**config.mk**
```make
export PLATFORM = sky130hd
export DESIGN_NAME = icache_ram
export DESIGN_NICKNAME = d
export VERILOG_FILES = /design/src/icache/icache_ram.sv
export SDC_FILE = /design/constraint.sdc
export NUM_CORES = 2
export LEC_CHECK = 0
export ABC_AREA = 1
export BUFFER_PORTS_ARGS = -buffer_cell sky130_fd_sc_hd__clkbuf_2
export CORE_ASPECT_RATIO = 1.75
export CORE_UTILIZATION = 45
export CTS_BUF_LIST = sky130_fd_sc_hd__clkbuf_4 sky130_fd_sc_hd__clkbuf_8 sky130_fd_sc_hd__clkbuf_16
export DETAILED_ROUTE_END_ITERATION = 8
export HOLD_SLACK_MARGIN = 0.02
export MAX_ROUTING_LAYER = met4
export PLACE_DENSITY_LB_ADDON = 0.05
export SYNTH_ARGS = -nofsm -noshare
export SYNTH_HDL_FRONTEND = slang
export SYNTH_SLANG_ARGS = --single-unit
```
**constraint.sdc**
```tcl
create_clock -name clk -period 3.5 [get_ports clk]
set_clock_uncertainty 0.05 [all_clocks]
set_input_delay 0.175 -clock clk [delete_from_list [all_inputs] [get_ports clk]]
set_output_delay 0.175 -clock clk [all_outputs]
set_load 0.02 [all_outputs]
```
**src/icache/icache_ram.sv**
```systemverilog
// synchronous single-port array with a typed entry, cleared on reset
`timescale 1ns/1ps

module icache_ram #(
    parameter type entry_t = logic [31:0],
    parameter int  DEPTH   = 64
) (
    input  logic                     clk,
    input  logic                     reset,
    input  logic                     we,
    input  logic [$clog2(DEPTH)-1:0] addr,
    input  entry_t                   wdata,
    output entry_t                   rdata
);

    entry_t mem [DEPTH];

    // read-before-write, same address gives the old entry
    always_ff @(posedge clk) begin
        if (reset) begin
            for (int i = 0; i < DEPTH; i++) begin
                mem[i] <= '0; // tag entries come up invalid
            end
            rdata <= '0;
        end else begin
            if (we) begin
                mem[addr] <= wdata;
            end
            rdata <= mem[addr];
        end
    end

endmodule

```
==> results.txt <==
Fin. Hold Viols - 0
Mux share of post-synthesis cell area - 0%
Worst Path Required - 4.14 ns
XOR/XNOR share of the synthesized area - 0%
Die Span Y - 613.4 µm
Area of the multi-input gates - 30370 µm²
Met2 WL post-DR - 171000 µm
CP Capture Type - flop
Worst hold path type - in2reg
Vias in the first global route - 71500
Max Fclk - 0.3954 GHz
Worst skew pair latency - 0.89 ns
Critical path peak fanout - 56
Layout Nets - 10870
Post-synthesis net count - 11020
Detailed-route via count - 74370
Worst Max-Slew Pin Slew - 1.182 ns
Post-synth cell types - 21
Worst slew margin - 21.21%
Post-synth top area share - 63.98%
Clock-pin slew on the worst setup and hold paths - 0.06 ns
Avg Inst Size Synth - 8.755 µm²
Synthesized-area fraction occupied by ao, oa, aoi and oai cells - 0.2759%
Initial antenna violation count - 12
Worst slack after detailed placement - 0.3933 ns
Worst path most repeated cell - nand2_1
Cell area power density - 530.8 nW/µm²
DRC errors left - 0
Synth Warn # - 0
Total wire length - 355900 µm
Largest area contributor in the netlist - edfxtp_1
DRT Pass-1 Iters - 6
Post-Synthesis Cells - 10980
Area contributors post-synth - edfxtp_1 (64%), nand2_1 (23%), nor2_1 (8.3%), clkbuf_1 (2.0%), buf_2 (1.5%)
Critical path arrival - 3.17 ns
Storage cell area - 62140 µm²
Post-route ant nets - 0
Number of DRC markers in iteration 0 - 7550
CTS Buf Count - 205
Setup TNS - 0 ns
Share of cells above drive strength 1 - 7.601%
Via density - 5.381
Syn-to-layout area delta - 11.76%
CTS Sinks - 2080
Initial Utilization - 45.25%
Die W - 351.4 µm
Max stage delay on crit path - 0.74 ns
Post-synthesis adder-cell area fraction - 0%
Combinational family with the most area after synthesis - simple AND/OR/NAND/NOR gates
Setup crit start kind - primary input
Synthesized flop and latch total - 2080
TritonCTS clock tree - yes
Met3 WL post-DR - 21490 µm
CTS H-tree lvls - 4
Run status - finished clean
Global route overflow - 0
Slowest-stage cell, CP - nor2_1
Peak supply drop - 0.4649 mV
Max cap viols - 0
Pleak - 47.48 nW
Global-route wire length before repair - 507500 µm
IO Pins - 73
Fin crit share - 72.26%
Final worst slack - 0.9710 ns
Row count - 224
Clk root buf - clkbuf_16
Met1 wire length - 132900 µm
GR Util All Layers - 33.90%
Total die area - 215500 µm²
Post-synthesis simple-gate area fraction - 31.27%
Register area share after synthesis - 64.64%
GP Congestion - 0.9287
Core ar. - 212400 µm²
Tmin final - 2.529 ns
Crit path kind - in2reg
Final Max Tran Viols - 0
Post-DR wirelength/cell - 25.75 µm
FILL cells - 20270
CTS max path bufs - 4
Final Setup Violations - 0
Top routing layer in use - met4
Number of buffers added on ports - 72
Largest net degree at the start of global routing - 146
Synth Cell Area - 96130 µm²
RSZ-0062 raised after global routing - no
Detailed Place HPWL - 219500 µm
CP cell instances - dlygate4sd3_1 -> buf_8 -> buf_12 -> buf_12 -> nand2_1 -> nand2_1 -> nand2_1 -> nand2_1 -> nor2_1 -> a21oi_1
[placed cells by master (no fill, tap or decap), drive strengths merged]
cell	netlist	final
buf	313	382
inv	52	29
nand3	6	6
nor4	5	5
nand2	5822	5822
a21oi	32	32
dlygate4sd3	0	13
diode	0	12
clkinv	0	103
dfxtp	32	32
bufinv	0	17
nor2	2130	2130
clkbuf	512	330
nor3	7	7
o21ai	9	9
clkinvlp	0	9
or2	3	3
o211ai	8	8
edfxtp	2048	2048
[worst max-delay path, delay by kind of cell]
| kind | cells | cell delay, ns |
|---|---|---|
| and+or+nand+nor | 5 | 1.37 |
| buffers and inverters | 4 | 1.27 |
| AOI/OAI and AO/OA | 1 | 0.17 |
[metal layers]
metal	vias up	track usage [%]
met5	-	-
met4	0	24.36
met3	768	3.602
met2	2918	54.16
met1	36490	39.90
li1	34200	-
[cell usage after synthesis, drive strengths merged]
cell type,instances
nand2,5822
nor2,2130
edfxtp,2048
clkbuf,512
buf,313
inv,52
a21oi,32
dfxtp,32
o21ai,9
o211ai,8
nor3,7
nand3,6
nor4,5
or2,3
[sequential cells by signal, indices dropped and copies added (netlist names)]
| name | cells |
|---|---|
| rdata | 32 |
| mem | 2048 |
[final timing paths]
check              start    endpoint  slack [ns]  depth (start not counted)
max              addr[2]   rdata[23]        0.97                         10
min             wdata[7]  mem[63][7]        0.05                          3
max reg2reg  mem[43][10]   rdata[10]        1.06                         10
min reg2reg  mem[35][30]   rdata[30]        0.83                          6
[cells by family (layout without fill, tap and decap cells)]
| kind of cell | after synthesis | count (layout) |
|---|---|---|
| simple gates | 7973 | 7973 |
| flops | 2080 | 2080 |
| buf+inv | 877 | 883 |
| compound gates | 49 | 49 |
| other cells | 0 | 12 |
[metrics by stage]
step	total power (W)	util [%]	cells	hold slack, ns	instance area, µm²
after floorplan	0.03244	-	10980	0.3710	96130
after global placement	0.03501	47.38	13430	0.5128	100700
after detailed placement	0.03505	47.38	13430	0.5232	100700
after CTS	0.05725	50.55	13810	0.02424	107400
after global routing	0.05860	50.56	13820	0.05061	107400
final	0.05702	50.57	13820	0.05328	107400
[timing repair]
action,in CTS,in global routing
hold endpoints to repair,303,0
resized for setup,0,0
buffers inserted,0,0
hold buffers,13,0
[final cells by class]
cell class / instances / share of cell area, %
Sequential cell: 2080 / 57.84
Multi-Input combinational cell: 8022 / 28.27
Clock buffer: 261 / 5.272
Timing Repair Buffer: 464 / 4.169
Tap cell: 2825 / 3.290
Clock inverter: 106 / 0.8781
Inverter: 52 / 0.2481
Antenna cell: 12 / 0.02795
[where the power goes]
group / switching, W / internal, W / leakage (nW)
logic: 0.00425 / 0.00131 / 24.5
registers: 0.000385 / 0.0286 / 19.7
clock network: 0.00983 / 0.0127 / 3.30
No activity file was read; power rests on OpenSTA's default activity.
