$ cat src/common/cache_pkg.sv
// cache geometry, address field types, tag entry, line and cpu request structs
package cache_pkg;

    localparam int ADDR_WIDTH     = 32;
    localparam int WORD_WIDTH     = 32;
    localparam int LINE_WORDS     = 4;
    localparam int WAYS           = 4;
    localparam int SETS           = 64;

    localparam int BYTES_PER_WORD = WORD_WIDTH / 8;
    localparam int OFFSET_WIDTH   = $clog2(LINE_WORDS * BYTES_PER_WORD); // 4
    localparam int INDEX_WIDTH    = $clog2(SETS);                        // 6
    localparam int TAG_WIDTH      = ADDR_WIDTH - INDEX_WIDTH - OFFSET_WIDTH; // 22
    localparam int WORD_SEL_WIDTH = $clog2(LINE_WORDS); // word within a line
    localparam int WAY_WIDTH      = $clog2(WAYS);

    typedef logic [WORD_WIDTH-1:0]   word_t;
    typedef logic [ADDR_WIDTH-1:0]   addr_t;
    typedef logic [TAG_WIDTH-1:0]    tag_t;
    typedef logic [INDEX_WIDTH-1:0]  index_t;
    typedef logic [OFFSET_WIDTH-1:0] offset_t;
    typedef logic [WAY_WIDTH-1:0]    way_t;
    typedef logic [WAYS-1:0]         way_mask_t; // hit vector, write enables

    // one entry per way and set
    typedef struct packed {
        logic valid;
        tag_t tag;
    } tagv_t;

    typedef logic [LINE_WORDS-1:0][WORD_WIDTH-1:0] line_t; // word 0 in the low bits

    typedef struct packed {
        logic  valid;
        addr_t addr;
        logic  cached;
    } cpu_req_t;

    // request held between lookup and miss control
    typedef struct packed {
        logic    valid;
        tag_t    tag;
        index_t  index;
        offset_t offset;
        logic    cached;
    } req_buf_t;

endpackage

$ cat src/icache/icache_lookup.sv
// lookup stage: request buffer, acceptance, flush and ram read index
`timescale 1ns/1ps

module icache_lookup (
    input  logic                clk,
    input  logic                reset,
    input  cache_pkg::cpu_req_t cpu_req,
    input  logic                stall,
    input  logic                flush,
    input  logic                hold,
    input  logic                replay,
    input  cache_pkg::index_t   replay_index,
    output logic                busy,
    output cache_pkg::req_buf_t req_buf,
    output cache_pkg::index_t   ram_index,
    output logic                ram_read_en
);

    import cache_pkg::*;

    tag_t    in_tag;
    index_t  in_index;
    offset_t in_offset;

    logic    load;
    logic    valid_q;
    tag_t    tag_q;
    index_t  index_q;
    offset_t offset_q;
    logic    cached_q;

    assign in_tag    = cpu_req.addr[ADDR_WIDTH-1 -: TAG_WIDTH];
    assign in_index  = cpu_req.addr[OFFSET_WIDTH +: INDEX_WIDTH];
    assign in_offset = cpu_req.addr[OFFSET_WIDTH-1:0];

    assign busy = hold;
    assign load = !hold && !stall; // buffer takes whatever the cpu presents

    // flush drops the held request, and any request offered with it
    always_ff @(posedge clk) begin
        if (reset || flush) begin
            valid_q <= 1'b0;
        end else if (load) begin
            valid_q <= cpu_req.valid;
        end
    end

    always_ff @(posedge clk) begin
        if (load) begin
            tag_q    <= in_tag;
            index_q  <= in_index;
            offset_q <= in_offset;
            cached_q <= cpu_req.cached;
        end
    end

    // flushed request gives no response in its own cycle either
    assign req_buf = '{
        valid:  valid_q && !flush,
        tag:    tag_q,
        index:  index_q,
        offset: offset_q,
        cached: cached_q
    };

    // while nothing new is taken the same set is read again, outputs stay put
    assign ram_index   = replay ? replay_index : (load ? in_index : index_q);
    assign ram_read_en = load || replay;

endmodule

$ cat config.mk
export PLATFORM = sky130hd
export DESIGN_NAME = icache_lookup
export DESIGN_NICKNAME = d
export VERILOG_FILES = /design/src/common/cache_pkg.sv /design/src/icache/icache_lookup.sv
export SDC_FILE = /design/constraint.sdc
export NUM_CORES = 1
export LEC_CHECK = 0
export BUFFER_PORTS_ARGS = -buffer_cell sky130_fd_sc_hd__buf_2
export CAP_MARGIN = 20
export CORE_UTILIZATION = 36
export DETAILED_ROUTE_END_ITERATION = 10
export PLACE_DENSITY_LB_ADDON = 0.1
export SLEW_MARGIN = 5
export SYNTH_ARGS = -nofsm -noshare
export SYNTH_HDL_FRONTEND = slang
export SYNTH_SLANG_ARGS = --single-unit
$ cat constraint.sdc
create_clock -name clk -period 0.95 [get_ports clk]
set_input_delay 0.1425 -clock clk [delete_from_list [all_inputs] [get_ports clk]]
set_output_delay 0.1425 -clock clk [all_outputs]
set_load 0.01 [all_outputs]
==> results.md, run 1 <==
* Status: finished with violations
* Failing checks: setup timing
* Via-per-instance ratio at 4.494
* Fin crit share at 133.2%
* Crit path time final at 1266 ps
* TritonCTS clock tree: built
* Port-buffer cells at 87
* Avg WL per Cell at 12.62 um
* CTS Sinks at 34
* Share of cells above drive strength 1 at 68.95%
* Worst VDD drop at 0.8881 mV
* Core box area at 3363 um2
* Initial antenna violation count at 0
* Fmax at 0.7900 GHz
* Ant diodes at 0
* Largest net degree at the start of global routing at 12
* Data arrival, critical path at 1120 ps
* Slew Limit Headroom at 85.96%
* Pre-CTS WS at -352.7 ps
* Required time of the worst setup path at 810 ps
* Starting Density at 38.17%
* Sequential element share of the synthesized area at 74.07%
* Final Hold Fails at 0
* DRT Wirelength at 3343 um
* Total GRT Usage at 17.20%
* Multi-input gate area at 402.9 um2
* Initial DRC Count at 24
* Boundary Pins at 88
* FF/Latch Area at 959.7 um2
* Share of the synthesized area in the top cell type at 63.16%
* Die width at 61.72 um
* H-tree levels at 2
* CP Max Fanout at 10
* Clock buffer depth at 2
* Measured slew at the worst slew-check pin at 208.4 ps
* DRC viols at 0
* CP Class: input port to output port
* Clock Latency Late Sink at 320 ps
* R2R cell count at 3
* Post-Place Cells at 216
* Avg Cell Area, Syn at 17.12 um2
* Clock-pin slew on the worst setup and hold paths at 110 ps
* Area Overhead vs Synth at 98.64%
* DRT Pass-1 Iters at 4
* Inserted Clock Buffers at 5
* First-pass GRT wire length at 4498 um
* Post-Syn Instances at 75
* Yosys cell types at 17
* Synth Warn # at 0
* Number of global-route vias before repair at 1,029
* Clk root buf: clkbuf_4
* Syn_nets at 121
* Leak pwr at 1.128 nW
* Final Power at 3.476 mW
* Post-route ant nets at 0
* Rows at 21
* Final Skew at 0 ps
* Die area at 3809 um2
* Netlist area before placement at 1284 um2
* Hold WC Path Type: input port to flip-flop
* Fin worst setup slack at -315.8 ps
* Die Ht at 61.72 um
* PD cells at 1363 nW/um2
* RSZ-0062 raised after global routing: true
* CP startpoint kind: input port
* Leading area contributor after synthesis: edfxtp_1
* DR vias at 1,191
* Top cells by area, synth: edfxtp_1 (63%), dfxtp_1 (11%), or4b_1 (4.7%)
* # fillers at 234
* DP Wirelength at 2076 um
* Crit path capture type: output port
* Post-route insts no fill at 265
* RD Place Congestion at 0.7004
* Hold Path Depth at 2
* Slew Viols, Final at 0
* Finish-stage setup viols at 41
* Max-cap viol count at 0
* Flops & latches, synth at 34
* Fin nets at 264
* Congestion Overflow GR at 0
critical path, stage by stage:
cell      delay (ps)
buf_4            160
or4b_4           560
o311ai_4          90
buf_2            170
area by class of cell:
type	count	area share, %
multi-input cells	30	15.80
repair buffers	141	41.31
flip-flops and latches	34	37.63
well taps	46	2.257
clock inverters	3	0.6379
clock buffers	5	1.472
inverters	6	0.8832
cells in the mapped netlist:
cell and instances:
nor2_4 1, edfxtp_1 27, mux2_1 4, mux2_4 2, nor2b_1 1, a211oi_2 1
or3b_1 1, buf_6 2, dfxtp_1 7, o21ai_0 1, dlymetal6s2s_1 1, or2_1 1
inv_1 6, nand2_1 6, or4b_1 6, buf_4 2, o311ai_1 6
per-stage QoR:
stage / hold WS [ps] / area [um2] / util, % / setup TNS, ps
2_1_floorplan: 207.1 / 1429 / - / -485.9
3_3_place_gp: 305.4 / 1989 / 59.15 / -9760
3_5_place_dp: 308.6 / 1989 / 59.15 / -10260
4_1_cts: 10.36 / 2530 / 75.22 / -4154
5_1_grt: 17.82 / 2550 / 75.82 / -5443
6_report: 33.33 / 2550 / 75.82 / -3254
logic make-up after synthesis:
family | Yosys count | share of synthesized area (%)
multiplexers | 6 | 5.848
flip-flops | 34 | 74.07
buffers and inverters | 11 | 5.652
AND/OR/NAND/NOR | 16 | 8.968
AO/OA/AOI/OAI | 8 | 5.458
placed cells by master (no fill, tap or decap), drive strengths merged:
| cell | synthesis | final |
|---|---|---|
| mux2 | 6 | 6 |
| nor2 | 1 | 1 |
| or2 | 1 | 1 |
| nor2b | 1 | 1 |
| clkinv | 0 | 2 |
| clkinvlp | 0 | 1 |
| or3b | 1 | 1 |
| a211oi | 1 | 1 |
| dlygate4sd3 | 0 | 29 |
| clkbuf | 0 | 5 |
| nand2 | 6 | 6 |
| dfxtp | 7 | 7 |
| o21ai | 1 | 1 |
| o311ai | 6 | 6 |
| edfxtp | 27 | 27 |
| inv | 6 | 6 |
| or4b | 6 | 6 |
| buf | 4 | 112 |
routing by layer:
metal	share of wire [%]	vias up	GRT usage, %
met2	55	49	31.64
met1	39	562	18.84
li1	-	575	-
met5	0	-	0
met3	5.4	5	3.934
met4	1.1	0	7.619
repair_timing:
item,in CTS,in global routing
setup buffers,9,4
pin swaps,11,3
hold buffers,29,0
endpoints found under the setup margin,41,42
endpoints found under the hold margin,28,0
resized for setup,35,6
cloned,1,0
state kept, by name, indices dropped and copies added, names as in the netlist:
name,cells
valid_q,1
offset_q,4
cached_q,1
tag_q,22
index_q,6
report_power, final:
group	internal (mW)	total [mW]	switching, mW
Clock	0.275	0.762	0.487
Combinational	0.566	0.926	0.359
Sequential	1.74	1.79	0.0478
Total	2.58	3.48	0.894
worst paths after layout:
kind	start	end	slack [ps]
max	hold	ram_index[4]	-320
min	cpu_req[6]	index_q[1]	30
max reg2reg	index_q[3]	index_q[3]	30
min reg2reg	valid_q	valid_q	520
(Power assumes the default switching activity.)
==> inputs of run 2 (changes only) <==
Settings changed: BUFFER_PORTS_ARGS -buffer_cell sky130_fd_sc_hd__buf_2 to not set, CORE_UTILIZATION 36 to 50, DONT_BUFFER_PORTS set to 1, PLACE_DENSITY_LB_ADDON 0.1 to 0.12.
==> run 2 against run 1 <==
Net effect: the run still ends with setup timing left; combinational power down 39%; register-to-register slack about the same; power down 8.7%.
==> results.md, run 2 (synthesized netlist as in run 1, its figures left out) <==
* Slew Viols, Final at 0
* CP Class: flip-flop to output port
* CTS Sinks at 34
* Slowest cell on the critical path: dfxtp_2
* Met3 usage at 7.536%
* DRT Pass-1 Iters at 4
* Final Hold Fails at 0
* RSZ-0062 raised after global routing: true
* Final Power at 3.175 mW
* Ant diodes at 0
* Final Skew at 0 ps
* Initial antenna violation count at 0
* Max-cap viol count at 0
* DRT Wirelength at 3194 um
* Finish-stage setup viols at 9
* R2R cell count at 3
* Via-per-instance ratio at 5.635
* CP startpoint kind: flip-flop
* Port-buffer cells at 0
* Hold WC Path Type: input port to flip-flop
* Inserted Clock Buffers at 5
* Slew Limit Headroom at 77.74%
* Data arrival, critical path at 1080 ps
* Largest net degree at the start of global routing at 20
* Clk root buf: clkbuf_4
* RD Place Congestion at 0.5994
* Worst VDD drop at 1.684 mV
* Status: finished with violations
* Hold Path Depth at 2
* Clock buffer depth at 2
* Top Usage Layer GRT: met2
* Fin crit share at 128.3%
* Share of cells above drive strength 1 at 40.63%
* Final Instance Area at 2004 um2
* DR vias at 879
* Boundary Pins at 88
* PD cells at 1584 nW/um2
* Most common cell after layout, fill and taps aside: dlygate4sd3_1
* Congestion Overflow GR at 0
* Clock Latency Late Sink at 320 ps
* Largest stage delay on the critical path at 350 ps
* TritonCTS clock tree: built
* Leak pwr at 0.7312 nW
* Die area at 2774 um2
* Largest regs: tag_q x22, index_q x6, offset_q x4
* Starting Density at 55.37%
* Rows at 17
* First-pass GRT wire length at 4519 um
* DRC viols at 0
* Post-route ant nets at 0
* Clock-pin slew on the worst setup and hold paths at 100 ps
* CP Max Fanout at 2
* Avg WL per Cell at 20.47 um
* Measured slew at the worst slew-check pin at 333.1 ps
* DP Wirelength at 1824 um
* Total GRT Usage at 24.63%
* Crit-path cells: inv_2, o311ai_4
* Crit path time final at 1219 ps
* Failing checks: setup timing
* Reg with most FFs: tag_q
* Fin nets at 173
* Required time of the worst setup path at 810 ps
* Max reg flops at 22
* Initial DRC Count at 15
* Die width at 52.67 um
* H-tree levels at 2
* Core box area at 2318 um2
* Grt met1 use at 24.29%
* # fillers at 107
* Crit path capture type: output port
* Area after DPL at 1524 um2
* Die Ht at 52.67 um
* Commonest cells after routing, fill and taps aside: dlygate4sd3_1 (35), edfxtp_1 (27), buf_6 (10), dfxtp_2 (7)
* Fin worst setup slack at -269.1 ps
* Area Overhead vs Synth at 56.14%
* Fmax at 0.8203 GHz
* GR Util met2 at 46.20%
* Number of global-route vias before repair at 932
## run 2: changes by cell type in the layout (fill, tap and decap cells not counted), sizes merged
cell and change:
buf -97, dlygate4sd3 +6
## run 2: path summary, 6_finish.rpt
check	start	end	slack, ps
max	index_q[5]	ram_index[5]	-270
min	hold	valid_q	5
max reg2reg	index_q[4]	index_q[4]	40
min reg2reg	valid_q	valid_q	530
## run 2: final cells by class
class | instances | area (um2) | area share, %
sequential | 34 | 959.7 | 47.88
timing repair buffer | 50 | 538.0 | 26.84
multi-input combinational | 30 | 395.4 | 19.73
clock buffer | 5 | 37.54 | 1.873
tap | 28 | 35.03 | 1.748
inverter | 6 | 22.52 | 1.124
clock inverter | 3 | 16.27 | 0.8115
## run 2: worst max-delay path, delay by kind of cell (launching register included)
kind	cells	cell delay, ps
compound gates	1	350
buf+inv	1	50
flops	1	350
## run 2: where the power goes
part	internal (mW)	switching, mW	total [mW]	leakage, nW
Sequential	1.75	0.104	1.85	0.313
Combinational	0.345	0.223	0.568	0.390
Clock	0.275	0.481	0.756	0.0286
## run 2: stage by stage
stage               hold slack [ps]  util, %  instances  setup slack (ps)  setup TNS (ps)
finish                        4.984    86.45        156            -269.1           -1327
global route                  17.98    86.45        156            -296.1           -1817
global placement              207.6    65.73        110             16.75               0
floorplan                     207.1        -         75            -81.19          -485.9
CTS                          -9.613    85.48        156            -246.9           -1464
detailed placement            209.9    65.73        110             6.079               0
## run 2: what timing repair did
item	in CTS	in global routing
pin swaps	6	4
setup endpoints to repair	10	26
hold endpoints to repair	34	0
hold buffers	35	0
setup buffers	3	0
resized for setup	19	6
## run 2: routing by layer
layer / up-vias / share of wire [%] / wire length [um]
met2: 60 / 56 / 1777
met5: - / 0 / 0
li1: 389 / - / -
met3: 6 / 8.5 / 273
met1: 424 / 34 / 1083
met4: 0 / 1.9 / 60
