[config.mk]
export PLATFORM = sky130hd
export DESIGN_NAME = icache_miss_ctrl
export DESIGN_NICKNAME = d
export VERILOG_FILES = /design/src/common/cache_pkg.sv /design/src/common/mem_bus_pkg.sv /design/src/icache/icache_miss_ctrl.sv
export SDC_FILE = /design/constraint.sdc
export NUM_CORES = 1
export LEC_CHECK = 0
export BUFFER_PORTS_ARGS = -buffer_cell sky130_fd_sc_hd__buf_2
export CAP_MARGIN = 5
export CORE_AREA = 4 4 352 354
export DETAILED_ROUTE_END_ITERATION = 8
export DIE_AREA = 0 0 356 358
export PLACE_DENSITY = 0.36
export SLEW_MARGIN = 20
export SYNTH_ARGS = -nofsm -noshare
export SYNTH_HDL_FRONTEND = slang
export SYNTH_SLANG_ARGS = --single-unit
[constraint.sdc]
create_clock -name clk -period 7.05 [get_ports clk]
set_input_delay 0.705 -clock clk [delete_from_list [all_inputs] [get_ports clk]]
set_output_delay 0.705 -clock clk [all_outputs]
set_load 0.02 [all_outputs]
[src/common/cache_pkg.sv]
// cache geometry, address field types, tag entry, line and cpu request structs
package cache_pkg;

    localparam int ADDR_WIDTH     = 32;
    localparam int WORD_WIDTH     = 32;
    localparam int LINE_WORDS     = 4;
    localparam int WAYS           = 4;
    localparam int SETS           = 64;

    localparam int BYTES_PER_WORD = WORD_WIDTH / 8;
    localparam int OFFSET_WIDTH   = $clog2(LINE_WORDS * BYTES_PER_WORD); // 4
    localparam int INDEX_WIDTH    = $clog2(SETS);                        // 6
    localparam int TAG_WIDTH      = ADDR_WIDTH - INDEX_WIDTH - OFFSET_WIDTH; // 22
    localparam int WORD_SEL_WIDTH = $clog2(LINE_WORDS); // word within a line
    localparam int WAY_WIDTH      = $clog2(WAYS);

    typedef logic [WORD_WIDTH-1:0]   word_t;
    typedef logic [ADDR_WIDTH-1:0]   addr_t;
    typedef logic [TAG_WIDTH-1:0]    tag_t;
    typedef logic [INDEX_WIDTH-1:0]  index_t;
    typedef logic [OFFSET_WIDTH-1:0] offset_t;
    typedef logic [WAY_WIDTH-1:0]    way_t;
    typedef logic [WAYS-1:0]         way_mask_t; // hit vector, write enables

    // one entry per way and set
    typedef struct packed {
        logic valid;
        tag_t tag;
    } tagv_t;

    typedef logic [LINE_WORDS-1:0][WORD_WIDTH-1:0] line_t; // word 0 in the low bits

    typedef struct packed {
        logic  valid;
        addr_t addr;
        logic  cached;
    } cpu_req_t;

    // request held between lookup and miss control
    typedef struct packed {
        logic    valid;
        tag_t    tag;
        index_t  index;
        offset_t offset;
        logic    cached;
    } req_buf_t;

endpackage

[src/common/mem_bus_pkg.sv]
// memory-side read request and response structs and burst kinds
package mem_bus_pkg;

    localparam int MEM_ADDR_WIDTH = 32;
    localparam int MEM_DATA_WIDTH = 32;

    typedef enum logic {
        BURST_WORD, // one beat
        BURST_LINE  // a whole cache line, word 0 first
    } burst_t;

    // rd_req held until rd_rdy is sampled high
    typedef struct packed {
        logic                      rd_req;
        logic [MEM_ADDR_WIDTH-1:0] addr;
        burst_t                    burst;
    } mem_req_t;

    typedef struct packed {
        logic                      rd_rdy;
        logic                      ret_valid;
        logic                      ret_last;  // final beat of the burst
        logic [MEM_DATA_WIDTH-1:0] ret_data;
    } mem_resp_t;

endpackage

[src/icache/icache_miss_ctrl.sv]
// miss control stage: tag compare, word select, refill and uncached fsm
`timescale 1ns/1ps

module icache_miss_ctrl (
    input  logic                                     clk,
    input  logic                                     reset,
    input  cache_pkg::req_buf_t                      req_buf,
    input  cache_pkg::tagv_t [cache_pkg::WAYS-1:0]   tagv_rdata,
    input  cache_pkg::line_t [cache_pkg::WAYS-1:0]   line_rdata,
    input  cache_pkg::way_t                          victim,
    input  logic                                     stall,
    input  mem_bus_pkg::mem_resp_t                   mem_resp,
    output logic                                     hold,
    output logic                                     replay,
    output cache_pkg::index_t                        replay_index,
    output cache_pkg::way_mask_t                     tag_we,
    output cache_pkg::way_mask_t                     data_we,
    output cache_pkg::tagv_t                         tagv_wdata,
    output cache_pkg::line_t                         line_wdata,
    output logic                                     plru_update,
    output cache_pkg::way_t                          plru_way,
    output cache_pkg::index_t                        plru_index,
    output mem_bus_pkg::mem_req_t                    mem_req,
    output logic                                     rdata_valid,
    output cache_pkg::word_t                         rdata
);

    import cache_pkg::*;
    import mem_bus_pkg::*;

    typedef enum logic [2:0] {
        S_LOOKUP,
        S_LINE_REQ,
        S_LINE_RECV,
        S_FILL,
        S_REPLAY,
        S_WORD_REQ,
        S_WORD_WAIT,
        S_WORD_DONE
    } state_t;

    state_t                    state_q;
    state_t                    state_d;
    way_mask_t                 hit;
    way_t                      hit_way;
    word_t                     hit_word;
    logic                      cache_hit;
    logic                      lookup_hit;
    logic [WORD_SEL_WIDTH-1:0] word_sel;
    logic [WORD_SEL_WIDTH-1:0] beat_q;
    line_t                     line_q;
    word_t                     uncached_q;

    assign word_sel = req_buf.offset[OFFSET_WIDTH-1 -: WORD_SEL_WIDTH];

    always_comb begin
        hit      = '0;
        hit_way  = '0;
        hit_word = '0;
        for (int w = 0; w < WAYS; w++) begin
            if (tagv_rdata[w].valid && tagv_rdata[w].tag == req_buf.tag) begin
                hit[w]   = 1'b1;
                hit_way  = way_t'(w);
                hit_word = line_rdata[w][word_sel];
            end
        end
    end

    assign cache_hit  = |hit;
    assign lookup_hit = state_q == S_LOOKUP && req_buf.valid && req_buf.cached && cache_hit;

    always_ff @(posedge clk) begin
        if (reset) begin
            state_q <= S_LOOKUP;
        end else begin
            state_q <= state_d;
        end
    end

    always_comb begin
        state_d = state_q;
        case (state_q)
            S_LOOKUP: begin
                if (req_buf.valid && !req_buf.cached) begin
                    state_d = S_WORD_REQ;
                end else if (req_buf.valid && !cache_hit) begin
                    state_d = S_LINE_REQ;
                end
            end
            S_LINE_REQ:  if (mem_resp.rd_rdy) state_d = S_LINE_RECV;
            S_LINE_RECV: if (mem_resp.ret_valid && mem_resp.ret_last) state_d = S_FILL;
            S_FILL:      state_d = S_REPLAY;
            S_REPLAY:    state_d = S_LOOKUP; // ram now reads the new line
            S_WORD_REQ:  if (mem_resp.rd_rdy) state_d = S_WORD_WAIT;
            S_WORD_WAIT: if (mem_resp.ret_valid) state_d = S_WORD_DONE;
            S_WORD_DONE: if (!stall) state_d = S_LOOKUP;
            default:     state_d = S_LOOKUP;
        endcase
    end

    // beat k of a line burst is word k
    always_ff @(posedge clk) begin
        if (reset) begin
            beat_q <= '0;
        end else if (state_q == S_LINE_REQ) begin
            beat_q <= '0;
        end else if (state_q == S_LINE_RECV && mem_resp.ret_valid) begin
            beat_q <= beat_q + WORD_SEL_WIDTH'(1);
        end
    end

    always_ff @(posedge clk) begin
        if (state_q == S_LINE_RECV && mem_resp.ret_valid) begin
            line_q[beat_q] <= mem_resp.ret_data;
        end
        if (state_q == S_WORD_WAIT && mem_resp.ret_valid) begin
            uncached_q <= mem_resp.ret_data;
        end
    end

    // busy drops on a hit and while the uncached word is handed back
    assign hold = (state_q == S_LOOKUP)
                ? (req_buf.valid && (!req_buf.cached || !cache_hit))
                : (state_q != S_WORD_DONE);

    assign replay       = state_q == S_REPLAY;
    assign replay_index = req_buf.index;

    assign tag_we     = (state_q == S_FILL) ? way_mask_t'(1) << victim : '0;
    assign data_we    = tag_we;
    assign tagv_wdata = '{valid: 1'b1, tag: req_buf.tag};
    assign line_wdata = line_q;

    assign plru_update = lookup_hit || state_q == S_FILL;
    assign plru_way    = (state_q == S_FILL) ? victim : hit_way;
    assign plru_index  = req_buf.index;

    always_comb begin
        mem_req.rd_req = state_q == S_LINE_REQ || state_q == S_WORD_REQ;
        mem_req.burst  = (state_q == S_LINE_REQ) ? BURST_LINE : BURST_WORD;
        mem_req.addr   = (state_q == S_LINE_REQ)
                       ? {req_buf.tag, req_buf.index, {OFFSET_WIDTH{1'b0}}}
                       : {req_buf.tag, req_buf.index, req_buf.offset};
    end

    assign rdata_valid = lookup_hit || (state_q == S_WORD_DONE && req_buf.valid);
    assign rdata       = (state_q == S_WORD_DONE) ? uncached_q : hit_word;

endmodule

==> results of run 1 <==
-- cell usage in the layout (no fill, tap or decap), types with 6 or more instances in the layout --
cell,netlist,routed
sky130_fd_sc_hd__buf_2,14,893
sky130_fd_sc_hd__edfxtp_1,160,160
sky130_fd_sc_hd__mux4_2,128,128
sky130_fd_sc_hd__xnor2_1,56,56
sky130_fd_sc_hd__nor3b_1,35,34
sky130_fd_sc_hd__xor2_1,34,34
sky130_fd_sc_hd__o21ai_0,34,34
sky130_fd_sc_hd__and3_1,36,34
sky130_fd_sc_hd__o21ai_1,33,33
sky130_fd_sc_hd__a211oi_1,33,32
sky130_fd_sc_hd__and2_1,36,32
sky130_fd_sc_hd__a31oi_1,33,32
sky130_fd_sc_hd__buf_4,70,22
sky130_fd_sc_hd__nand4_1,17,17
sky130_fd_sc_hd__clkbuf_16,0,17
sky130_fd_sc_hd__nand2_1,11,10
sky130_fd_sc_hd__nor4_1,9,9
sky130_fd_sc_hd__nor3_1,7,7
sky130_fd_sc_hd__nor2b_1,7,7
sky130_fd_sc_hd__nor2_1,8,7
sky130_fd_sc_hd__inv_6,0,6
-- power groups by stage --
stage               Sequential, uW  Combinational, uW  Clock (uW)
floorplan                     1120                320           0
global placement              1130                720           0
detailed placement            1120                713           0
CTS                           1100                717        1010
global route                  1100                753        1030
finish                        1100                707         957
-- stage by stage --
stage	power (uW)	std cells	worst slack, ps
finish	2770	3298	2390
floorplan	1440	852	3410
detailed placement	1840	3261	2380
global placement	1850	3261	2340
global route	2890	3295	2240
CTS	2830	3293	2370
-- kinds of logic after synthesis --
family	after synthesis
AO/OA/AOI/OAI	144
XOR/XNOR	90
adder cells (fa/ha/maj)	4
buffers and inverters	138
flip-flops	165
multiplexers	130
other	1
AND/OR/NAND/NOR	180
-- per-layer routing --
| layer | GRT usage (%) | wire, um | vias to the layer above |
|---|---|---|---|
| li1 | - | - | 4977 |
| met1 | 16.9 | 37700 | 5900 |
| met2 | 19.4 | 38200 | 677 |
| met3 | 3.80 | 7210 | 70 |
| met4 | 3.51 | 1710 | 0 |
| met5 | 0 | 0 | - |
-- flip-flops by register name (all words and copies together), names as in the netlist --
register	count
beat_q	2
uncached_q	32
state_q	3
line_wdata	128
-- area by class of cell --
cell class | count | area, um2
multi-input cells | 549 | 5830
clock inverters | 15 | 146
diodes | 5 | 12.5
flip-flops and latches | 165 | 4900
fillers | 13800 | 103000
inverters | 3 | 11.3
repair buffers | 919 | 4700
clock buffers | 17 | 425
well taps | 1625 | 2030
-- how the worst max path moves through the flow --
stage / endpoint / slack (ps) / cells past startpoint
after floorplan: uncached_q[0]$_DFFE_PP_ / 3410 / 3
after global placement: rdata[2] / 2340 / 10
after detailed placement: rdata[26] / 2380 / 9
after CTS: rdata[26] / 2370 / 9
after global routing: rdata[23] / 2240 / 9
final: rdata[14] / 2390 / 9
-- synth_stat cells (2+ instances only) --
master and number:
sky130_fd_sc_hd__a211oi_1 33, sky130_fd_sc_hd__buf_4 70, sky130_fd_sc_hd__o21ai_0 34, sky130_fd_sc_hd__o21ai_1 33
sky130_fd_sc_hd__buf_2 14, sky130_fd_sc_hd__dfxtp_1 5, sky130_fd_sc_hd__nand4_1 17, sky130_fd_sc_hd__xnor2_1 56
sky130_fd_sc_hd__nor3_1 7, sky130_fd_sc_hd__inv_1 3, sky130_fd_sc_hd__nor3b_1 35, sky130_fd_sc_hd__and3_1 36
sky130_fd_sc_hd__and2_1 36, sky130_fd_sc_hd__clkbuf_1 43, sky130_fd_sc_hd__nor2_1 8, sky130_fd_sc_hd__xor2_1 34
sky130_fd_sc_hd__clkbuf_2 3, sky130_fd_sc_hd__edfxtp_1 160, sky130_fd_sc_hd__mux4_2 128, sky130_fd_sc_hd__nor4_1 9
sky130_fd_sc_hd__ha_1 4, sky130_fd_sc_hd__a211o_1 2, sky130_fd_sc_hd__a31oi_1 33, sky130_fd_sc_hd__a21oi_1 3
sky130_fd_sc_hd__buf_1 5, sky130_fd_sc_hd__nand2_1 11, sky130_fd_sc_hd__nand3_1 6, sky130_fd_sc_hd__or4_1 2
sky130_fd_sc_hd__nor2b_1 7
==> reports/results.ini, run 1 <==
[worst_setup_path]
cpPeakStageDelay_ps=940
timing.critical_path.arrival_ps=3950
critical_path_peak_fanout=25
worst_setup_path_end_kind=output pin
r2r_slack_ps=4460
worst_path_most_repeated_cell=sky130_fd_sc_hd__buf_2
worst_path_dominant_cell_family=simple AND/OR/NAND/NOR gates
timing.critical_path.cells=buf_2, xnor2_1, nand4_1, nor4_1, and3_2, buf_4, a31oi_1, o21ai_1, buf_2
timing_startpoint_of_the_critical_path=req_buf[28]
number_of_cells_traversed_by_the_worst_register_to_register_path=4
worst_r2r_startpoint=state_q[1]$_SDFFE_PP0P_
cp_data_required_time_ps=6340
timing.critical_path.buf_inv=3
slowest_stage=sky130_fd_sc_hd__nor4_1
path_type_of_the_worst_setup_path=primary input to output pin
timing.rr.end=line_wdata[78]$_DFFE_PP_
timing.critical_path.from_type=primary input

[layout]
area_growth_pct=57.6
final_area_mm2=0.0181
fin_util_pct=14.9
finish.net_count=2337
fraction_of_final_layout_cells_sized_beyond_drive_strength_1_pct=65.8

[logic_synthesis]
synth_cell_type_count=44
synth-xor-area-share_pct=6.88
synth-seq-cells=165
syn-mean-instance-area_um2=13.5
post_synthesis_compound_gate_area_fraction_pct=7.63
synth_simple_gate_area_share_pct=9.92
area_leader_netlist=sky130_fd_sc_hd__edfxtp_1
yosysWarnings=0
syn-cell-area_mm2=0.0115
fraction_of_synthesized_area_in_multiplexers_pct=25.3
synth.net_count=1534
synth_async_sr_flop_share_pct=0
dominantRegCellSynth=sky130_fd_sc_hd__edfxtp_1
synth_fa_ha_area_share_pct=0.437
synth_edf_count=160
largest_family_of_logic_cells_by_synthesized_area=multiplexers
postSynthCellCount=852
leading_post_synthesis_cells_by_cell_area=sky130_fd_sc_hd__edfxtp_1 (42%), sky130_fd_sc_hd__mux4_2 (25%), sky130_fd_sc_hd__buf_4 (4.6%)
synth-seq-area-share_pct=42.8
netlist.area_leader.share_pct=41.9

[global_routing]
globalRoute.totalOverflow=0
largest_net_degree_at_the_start_of_global_routing=69
grt_first_pass_wirelength_um=108000
grt_use_total_pct=12.5
first_global_vias=12200
number_of_antenna_violations_at_the_first_check_in_global_routing=26

[placement]
finalWeightedCongestion=0.894
placed_area_mm2=0.0175
port_buffers=895
hpwl_um=71800

[pwr]
cellLeakagePower_uw=0.00735
power_switching_share_pct=31.0
clockPowerShare_pct=34.6
p_comb_share_pct=25.5
cellPowerDensity_mw_per_mm2=153
vdd.ir_drop.worst_v=0.000177
internal_power_contribution_uw=1910
power_frac_seq_pct=39.9
netSwitchingPower_uw=857

[timing]
slew-limit-headroom_pct=26.4
grt_setup_unrepaired=false
tightestPinTransition_ps=1090
fin_worst_hold_slack_ps=449
setup_viol_count_final=0
max_freq_mhz=215
final_period_minus_worst_setup_slack_ps=4660
max_slew_violations=0
skew_ps=18.1
fin_tns_setup_ps=0
timing.final.crit_share_pct=66.0
hold_viol=0

[detailed_routing]
routed_wirelength_um=84800
routed_via_density=3.52
initialDrtViolationCount=929
drt_drc_violations_left=0
ant_nets=0
number_of_iterations_in_the_first_detailed_routing_pass=5
via_count_of_the_routed_design=11600
wl_per_cell_um=25.7

[cts]
cts.htree.levels=4
cts_num_sinks=165
cts_tree=yes
clk_path_buf_depth=2
cts_inserted_buffers=17
cts.hold.buffers_added=0
post_cts_sizing=0
cts-root-buf=sky130_fd_sc_hd__clkbuf_16
worstSkewPairLatency_ps=490
clkSlewWorstSetupHoldPaths_ps=80
cts_setup_buffers=0

[floorplanning]
fp.coreArea_mm2=0.121
fp.dieArea_mm2=0.127
starting_density_of_the_core_pct=9.47
boundaryPins=921
dieWidth_um=356
chipHeight_um=358
row_count=128

[worst_hold_path]
hold_path_class=primary input to register
hold_depth=1
worst_hold_startpoint=mem_resp[19]
hold_path_end=uncached_q[19]$_DFFE_PP_

[job]
max_cap_violations=0

[run_status]
run_status=finished clean

(Power assumes the default switching activity.)
==> run 2, diff against run 1 <==
--- a/config.mk
+++ b/config.mk
@@ -10,7 +10,7 @@
 export CORE_AREA = 4 4 352 354
 export DETAILED_ROUTE_END_ITERATION = 8
 export DIE_AREA = 0 0 356 358
-export PLACE_DENSITY = 0.36
+export PLACE_DENSITY = 0.37
 export SLEW_MARGIN = 20
 export SYNTH_ARGS = -nofsm -noshare
 export SYNTH_HDL_FRONTEND = slang
==> constraint.sdc (replaced) <==
create_clock -name clk -period 4.08 [get_ports clk]
set_input_delay 0.408 -clock clk [delete_from_list [all_inputs] [get_ports clk]]
set_output_delay 0.408 -clock clk [all_outputs]
set_load 0.02 [all_outputs]
==> run 2 against run 1 <==
Clock skew shrank 4.8 ps. Combinational power grew 64%. Global-route usage decreased by 1.0 points. Final area rose by 1.9%. Hold slack got worse by 270 ps. Critical path type unchanged. Largest cell class unchanged.
==> reports/results.ini, run 2 (synthesized netlist as in run 1, its figures left out) <==
[run_status]
run_status=finished clean

[detailed_routing]
ant_nets=0  ; unchanged
met2_length_um=35500  ; -7.1%
drt_drc_violations_left=0  ; unchanged
wl_per_cell_um=23.5  ; -8.6%
number_of_iterations_in_the_first_detailed_routing_pass=9  ; +4
met3WireLength_um=8610  ; +20%
dr.max_layer_used=met5
route.layer.met1.wl_um=32600  ; -14%
routed_wirelength_um=78400  ; -7.6%
initialDrtViolationCount=722  ; -22%
routed_via_density=3.47  ; -1.6%
via_count_of_the_routed_design=11600  ; -0.57%

[global_routing]
number_of_antenna_violations_at_the_first_check_in_global_routing=25  ; -3.8%
grt_first_pass_wirelength_um=99900  ; -7.1%
largest_net_degree_at_the_start_of_global_routing=37  ; -46%
grt_use_total_pct=11.5  ; -1.0 points
globalRoute.totalOverflow=0  ; unchanged
first_global_vias=11800  ; -2.9%

[pwr]
post-layout-total-power_uw=4730  ; +71%
clockPowerShare_pct=35.1  ; +0.5 points
vdd.ir_drop.worst_v=0.000299  ; +69%
internal_power_contribution_uw=3370  ; +76%
p_comb_share_pct=24.6  ; -0.9 points
cellLeakagePower_uw=0.00753  ; +2.5%
cellPowerDensity_mw_per_mm2=257  ; +68%
power_frac_seq_pct=40.3  ; +0.4 points
power_switching_share_pct=28.8  ; -2.2 points
netSwitchingPower_uw=1360  ; +59%

[layout]
largest_register_ff_count=128  ; unchanged
mostFrequentLayoutCell=sky130_fd_sc_hd__buf_2
finish.net_count=2371  ; +1.5%
n_fill_cell=13800  ; +0.058%
fraction_of_final_layout_cells_sized_beyond_drive_strength_1_pct=66.5  ; +0.68 points
final_cells=3333  ; +1.1%
area_growth_pct=60.6
highest_count_cells_in_the_layout_ignoring_fill_and_taps=sky130_fd_sc_hd__buf_2 (893), sky130_fd_sc_hd__edfxtp_1 (160), sky130_fd_sc_hd__mux4_2 (128)

[floorplanning]
chipHeight_um=358  ; unchanged
dieWidth_um=356  ; unchanged
row_count=128  ; unchanged
fp.coreArea_mm2=0.121  ; unchanged
boundaryPins=921  ; unchanged
fp.dieArea_mm2=0.127  ; unchanged
starting_density_of_the_core_pct=9.47  ; unchanged

[cts]
cts-root-buf=sky130_fd_sc_hd__clkbuf_16
cts_num_sinks=165  ; unchanged
post_cts_sizing=0  ; unchanged
cts_inserted_buffers=17  ; unchanged
worstSkewPairLatency_ps=470  ; -20 ps
cts_tree=yes
cts_setup_buffers=0  ; unchanged
cts.hold.buffers_added=0  ; unchanged
clk_path_buf_depth=2  ; unchanged
clkSlewWorstSetupHoldPaths_ps=70  ; about the same
cts.htree.levels=4  ; unchanged

[timing]
hold_viol=0  ; unchanged
setup_ws_ps=491  ; -1900 ps
fin_tns_setup_ps=0  ; unchanged
final_period_minus_worst_setup_slack_ps=3590
grt_setup_unrepaired=false
tightestPinTransition_ps=1100  ; +1.79 ps
max_freq_mhz=279
timing.final.crit_share_pct=88.0
slew-limit-headroom_pct=26.6  ; +0.21 points
max_slew_violations=0  ; unchanged
setup_viol_count_final=0  ; unchanged
skew_ps=13.3  ; -4.81 ps

[worst_setup_path]
timing.critical_path.cells=buf_2, xor2_1, or4b_1, nor4_1, nand4bb_4, buf_4, o21ai_0, o21ai_1, buf_2
timing.critical_path.from_type=primary input
timing.critical_path.arrival_ps=3180  ; -770 ps
worst_setup_path_end_kind=output pin
cpPeakStageDelay_ps=560  ; -380 ps
cp_data_required_time_ps=3670  ; -2670 ps
critical_path_peak_fanout=18  ; -28%
slowest_stage=sky130_fd_sc_hd__or4b_1
worst_path_most_repeated_cell=sky130_fd_sc_hd__buf_2
path_type_of_the_worst_setup_path=primary input to output pin

[placement]
finalWeightedCongestion=0.880  ; -1.5%
place_inst=3295  ; +1.0%
hpwl_um=67600  ; -5.8%
port_buffers=895  ; unchanged
preCtsSetupSlack_ps=382  ; -2000 ps

[job]
max_cap_violations=0  ; unchanged

[worst_hold_path]
hold_path_class=primary input to register

run 2: cell count changes in the layout (fill, tap and decap cells not counted):
cell | before | now
sky130_fd_sc_hd__buf_4 | 22 | 51
sky130_fd_sc_hd__buf_12 | 2 | 7
sky130_fd_sc_hd__clkinvlp_4 | 0 | 2
sky130_fd_sc_hd__a211oi_1 | 32 | 33
sky130_fd_sc_hd__a211oi_2 | 1 | 0
sky130_fd_sc_hd__a31oi_1 | 32 | 31
sky130_fd_sc_hd__a31oi_2 | 0 | 1
sky130_fd_sc_hd__bufinv_16 | 1 | 2
sky130_fd_sc_hd__clkinv_2 | 1 | 0
sky130_fd_sc_hd__clkinv_4 | 5 | 4
sky130_fd_sc_hd__diode_2 | 5 | 6
sky130_fd_sc_hd__inv_6 | 6 | 5
run 2: per-layer routing:
| metal | vias up | GRT usage [%] |
|---|---|---|
| li1 | 5045 | - |
| met1 | 5738 | 15.0 |
| met2 | 686 | 17.9 |
| met3 | 79 | 4.18 |
| met4 | 10 | 3.42 |
| met5 | - | 0 |
run 2: path summary, 6_finish.rpt:
path	from	to	slack (ps)	cells past startpoint
worst max-delay path	req_buf[28]	rdata[12]	490	9
worst min-delay path	mem_resp[13]	uncached_q[13]$_DFFE_PP_	180	1
worst max register to register	state_q[1]$_SDFFE_PP0P_	line_wdata[19]$_DFFE_PP_	1260	4
worst min register to register	beat_q[0]$_SDFFE_PP0P_	beat_q[0]$_SDFFE_PP0P_	610	2
run 2: worst max-delay path, delay by kind of cell:
family / cells / cell delay (ps)
AO/OA/AOI/OAI: 2 / 310
AND/OR/NAND/NOR: 3 / 1500
buffers and inverters: 3 / 770
XOR/XNOR: 1 / 180
run 2: cell type report:
type,instances,area (um2),share of cell area (%)
multi-input cells,549,5830,31.7
repair buffers,953,5020,27.3
flip-flops and latches,165,4900,26.6
well taps,1625,2030,11.0
clock buffers,17,425,2.31
clock inverters,15,169,0.918
diodes,6,15.0,0.0816
inverters,3,11.3,0.0612
run 2: through the flow:
step	cell area (um2)	hold WS, ps	utilization, %
after floorplan	11500	477	-
after detailed placement	17800	583	14.7
after CTS	18400	133	15.2
final	18400	178	15.2
after global placement	17800	574	14.7
after global routing	18400	156	15.2
run 2: power by group through the flow:
stage               sequential, uW  combinational, uW  clock (uW)
finish                        1910               1160        1660
global route                  1910               1240        1790
CTS                           1910               1180        1720
detailed placement            1940               1170           0
global placement              1940               1170           0
floorplan                     1940                553           0
==> run 3, diff against run 2 <==
--- a/config.mk
+++ b/config.mk
@@ -5,12 +5,14 @@
 export SDC_FILE = /design/constraint.sdc
 export NUM_CORES = 1
 export LEC_CHECK = 0
+export ABC_AREA = 1
 export BUFFER_PORTS_ARGS = -buffer_cell sky130_fd_sc_hd__buf_2
 export CAP_MARGIN = 5
-export CORE_AREA = 4 4 352 354
+export CORE_AREA = 4 4 360 362
 export DETAILED_ROUTE_END_ITERATION = 8
-export DIE_AREA = 0 0 356 358
-export PLACE_DENSITY = 0.37
+export DIE_AREA = 0 0 364 366
+export PLACE_DENSITY = 0.38
+export RECOVER_POWER = 50
 export SLEW_MARGIN = 20
 export SYNTH_ARGS = -nofsm -noshare
 export SYNTH_HDL_FRONTEND = slang
==> run 3 against run 2 <==
Via count grew 46%. Combinational power grew 53%. Count of clock-buffer cells in the layout is the same. Global-route usage grew 2.8 points. Setup slack lost 210 ps. Sequential cell count is the same. Clock skew grew 9.9 ps. Total power grew 16%. First-iteration DRC count grew 92%. Largest power group unchanged.
==> reports/results.ini, run 3 <==
[run_status]
run_status=finished clean

[logic_synthesis]
postSynthCellCount=1944  ; +130%
syn-cell-area_mm2=0.0135  ; +17%
synth-seq-area-share_pct=36.4  ; -6.3 points
synth.net_count=2626  ; +71%
netlist.area_leader.share_pct=35.7  ; -6.2 points
synth-seq-cells=165  ; unchanged
syn-mean-instance-area_um2=6.92  ; -49%
synth.most_common_cell=sky130_fd_sc_hd__nor2_1
synth_async_sr_flop_share_pct=0  ; unchanged
leading_post_synthesis_cells_by_cell_area=sky130_fd_sc_hd__edfxtp_1 (36%), sky130_fd_sc_hd__nor2_1 (14%), sky130_fd_sc_hd__nand2_1 (10%)
synth_cell_type_count=43  ; -2.3%
synth_edf_count=160  ; unchanged
area_leader_netlist=sky130_fd_sc_hd__edfxtp_1
yosysWarnings=0  ; unchanged
synth.top_cells.by_count=sky130_fd_sc_hd__nor2_1 (499), sky130_fd_sc_hd__nand2_1 (370), sky130_fd_sc_hd__o21ai_0 (258)
dominantRegCellSynth=sky130_fd_sc_hd__edfxtp_1

[pwr]
post-layout-total-power_uw=5490  ; +16%
internal_power_contribution_uw=3380  ; +0.26%
vdd.ir_drop.worst_v=0.000268  ; -11%
power_switching_share_pct=38.4  ; +9.7 points
clockPowerShare_pct=31.6  ; -3.5 points
p_comb_share_pct=32.3  ; +7.7 points
power_frac_seq_pct=36.1  ; -4.2 points
netSwitchingPower_uw=2110  ; +55%
cellLeakagePower_uw=0.00889  ; +18%
cellPowerDensity_mw_per_mm2=274  ; +6.5%

[detailed_routing]
drt_drc_violations_left=0  ; unchanged
routed_wirelength_um=101000  ; +29%
ant_nets=0  ; unchanged
initialDrtViolationCount=1387  ; +92%
number_of_iterations_in_the_first_detailed_routing_pass=5  ; -4
wl_per_cell_um=22.8  ; -3.1%
routed_via_density=3.82  ; +10%
via_count_of_the_routed_design=16900  ; +46%

[global_routing]
largest_net_degree_at_the_start_of_global_routing=89  ; +140%
met3_usage_pct=2.99  ; -1.2 points
grt_use_total_pct=14.3  ; +2.8 points
met2_usage_pct=24.0  ; +6.1 points
grt_first_pass_wirelength_um=133000  ; +33%
number_of_antenna_violations_at_the_first_check_in_global_routing=25  ; unchanged
gr-usage-met1_pct=18.8  ; +3.8 points
first_global_vias=16600  ; +41%
globalRoute.totalOverflow=0  ; unchanged
gr-max-usage-layer=met2

[cts]
cts_inserted_buffers=17  ; unchanged
cts.hold.buffers_added=0  ; unchanged
cts_setup_buffers=0  ; unchanged
cts_tree=yes
cts.htree.levels=4  ; unchanged
clkSlewWorstSetupHoldPaths_ps=70  ; about the same
cts_num_sinks=165  ; unchanged
post_cts_sizing=0  ; unchanged
clk_path_buf_depth=2  ; unchanged
cts-root-buf=sky130_fd_sc_hd__clkbuf_16
worstSkewPairLatency_ps=470  ; about the same

[worst_hold_path]
hold_depth=4  ; +3
hold_path_class=primary input to register
worst_hold_startpoint=reset
hold_path_end=state_q[2]$_SDFFE_PP0P_

[floorplanning]
fp.coreArea_mm2=0.127  ; +4.6%
dieWidth_um=364  ; +2.2%
boundaryPins=921  ; unchanged
row_count=131  ; +2.3%
chipHeight_um=366  ; +2.2%
fp.dieArea_mm2=0.133  ; +4.5%
starting_density_of_the_core_pct=10.6  ; +1.2 points

[timing]
grt_setup_unrepaired=false
fin_tns_setup_ps=0  ; unchanged
max_slew_violations=0  ; unchanged
setup_viol_count_final=0  ; unchanged
fin_worst_hold_slack_ps=229  ; +51.0 ps
skew_ps=23.3  ; +9.93 ps
slew-limit-headroom_pct=36.0  ; +9.4 points
max_freq_mhz=263  ; -5.5%
final_period_minus_worst_setup_slack_ps=3800  ; +209 ps
timing.final.crit_share_pct=93.1  ; +5.1 points
tightestPinTransition_ps=950  ; -147 ps
hold_viol=0  ; unchanged

[worst_setup_path]
timing.rr.end=line_wdata[112]$_DFFE_PP_
number_of_cells_traversed_by_the_worst_register_to_register_path=7  ; +3
cpPeakStageDelay_ps=500  ; -60 ps
timing.critical_path.cells=clkbuf_1, inv_2, nand2_1, nand2_1, nor2_1, nand2_1, nor2_1, nand3_1, inv_2, buf_12, nor2_1, nand2_1, nand3_2, a21oi_2, buf_2
worst_setup_path_end_kind=output pin
timing.critical_path.arrival_ps=3390  ; +210 ps
critical_path_peak_fanout=22  ; +4
slowest_stage=sky130_fd_sc_hd__clkbuf_1
worst_r2r_startpoint=state_q[1]$_SDFFE_PP0P_
path_type_of_the_worst_setup_path=primary input to output pin
timing.critical_path.from_type=primary input
worst_path_most_repeated_cell=sky130_fd_sc_hd__nand2_1
r2r_slack_ps=1460  ; +200 ps
cp_data_required_time_ps=3670  ; about the same

[layout]
n_fill_cell=14900  ; +7.6%
area_growth_pct=48.9
multiInputGateArea_mm2=0.00704  ; +21%
largest_register_ff_count=128  ; unchanged
highest_count_cells_in_the_layout_ignoring_fill_and_taps=sky130_fd_sc_hd__buf_2 (756), sky130_fd_sc_hd__nor2_1 (494), sky130_fd_sc_hd__nand2_1 (370)
fraction_of_final_layout_cells_sized_beyond_drive_strength_1_pct=35.4  ; -31 points
final_area_mm2=0.0200  ; +8.9%
mostFrequentLayoutCell=sky130_fd_sc_hd__buf_2
ff_latch_area_mm2=0.00490  ; unchanged
finish.net_count=3422  ; +44%
final_cells=4422  ; +33%

[placement]
finalWeightedCongestion=0.926  ; +5.2%
port_buffers=895  ; unchanged
place_inst=4383  ; +33%
placed_area_mm2=0.0196  ; +10%
hpwl_um=86000  ; +27%

[job]
max_cap_violations=0  ; unchanged

-- run 3: cell count changes after synthesis, moves of 33 or more --
cell	before	now
sky130_fd_sc_hd__a21oi_1	3	36
sky130_fd_sc_hd__a21oi_2	0	38
sky130_fd_sc_hd__a31oi_1	33	0
sky130_fd_sc_hd__and2_1	36	0
sky130_fd_sc_hd__and3_1	36	2
sky130_fd_sc_hd__inv_1	3	99
sky130_fd_sc_hd__mux4_2	128	0
sky130_fd_sc_hd__nand2_1	11	370
sky130_fd_sc_hd__nand3_1	6	63
sky130_fd_sc_hd__nor2_1	8	499
sky130_fd_sc_hd__nor3b_1	35	1
sky130_fd_sc_hd__o21ai_0	34	258
sky130_fd_sc_hd__o22ai_1	0	78
sky130_fd_sc_hd__xnor2_1	56	12
-- run 3: final cells by class --
cell class,instances,share of cell area (%)
inverters,124,2.40
clock buffers,17,2.12
multi-input cells,1477,35.1
repair buffers,955,24.4
flip-flops and latches,165,24.5
diodes,7,0.0874
clock inverters,15,1.02
well taps,1662,10.4
-- run 3: per-layer routing --
metal	vias to the layer above	share of wire, %
met5	-	0.094
met4	14	1.8
met1	7995	43
met2	741	47
li1	8055	-
met3	97	7.3
-- run 3: per-stage QoR --
stage                     setup WS (ps)  utilization [%]
after global placement              320             15.4
after global routing                133             15.8
after detailed placement            347             15.4
after CTS                           342             15.9
after floorplan                     801                -
final                               282             15.8
-- run 3: how the worst max path moves through the flow --
stage | end | start | slack [ps] | cells after the start
after floorplan | uncached_q[0]$_DFFE_PP_ | state_q[1]$_SDFFE_PP0P_ | 800 | 4
after global placement | rdata[17] | req_buf[3] | 320 | 11
after detailed placement | rdata[17] | req_buf[3] | 350 | 11
after CTS | rdata[17] | req_buf[3] | 340 | 11
after global routing | rdata[2] | req_buf[28] | 130 | 15
final | rdata[25] | req_buf[24] | 280 | 15
-- run 3: cell families (layout without fill, tap and decap cells) --
family          Yosys count  after routing  synth area share (%)
simple gates           1014           1014                  31.3
other cells               1              8                0.0279
buf+inv                 302           1111                  11.6
flops                   165            165                  36.4
xor+xnor                 14             14                 0.911
compound gates          444            444                  19.3
fa+ha+maj                 4              4                 0.372
-- run 3: power by group through the flow --
stage          sequential (uW)  clock, uW  combinational [uW]
6_report                  1980       1730                1770
4_1_cts                   1980       1800                1820
3_3_place_gp              2020          0                1820
5_1_grt                   1990       1850                1950
2_1_floorplan             2060          0                 834
3_5_place_dp              2020          0                1810
-- run 3: worst max-delay path, delay by kind of cell --
kind | cells | cell delay [ps]
buf+inv | 5 | 1660
simple gates | 9 | 1130
compound gates | 1 | 130
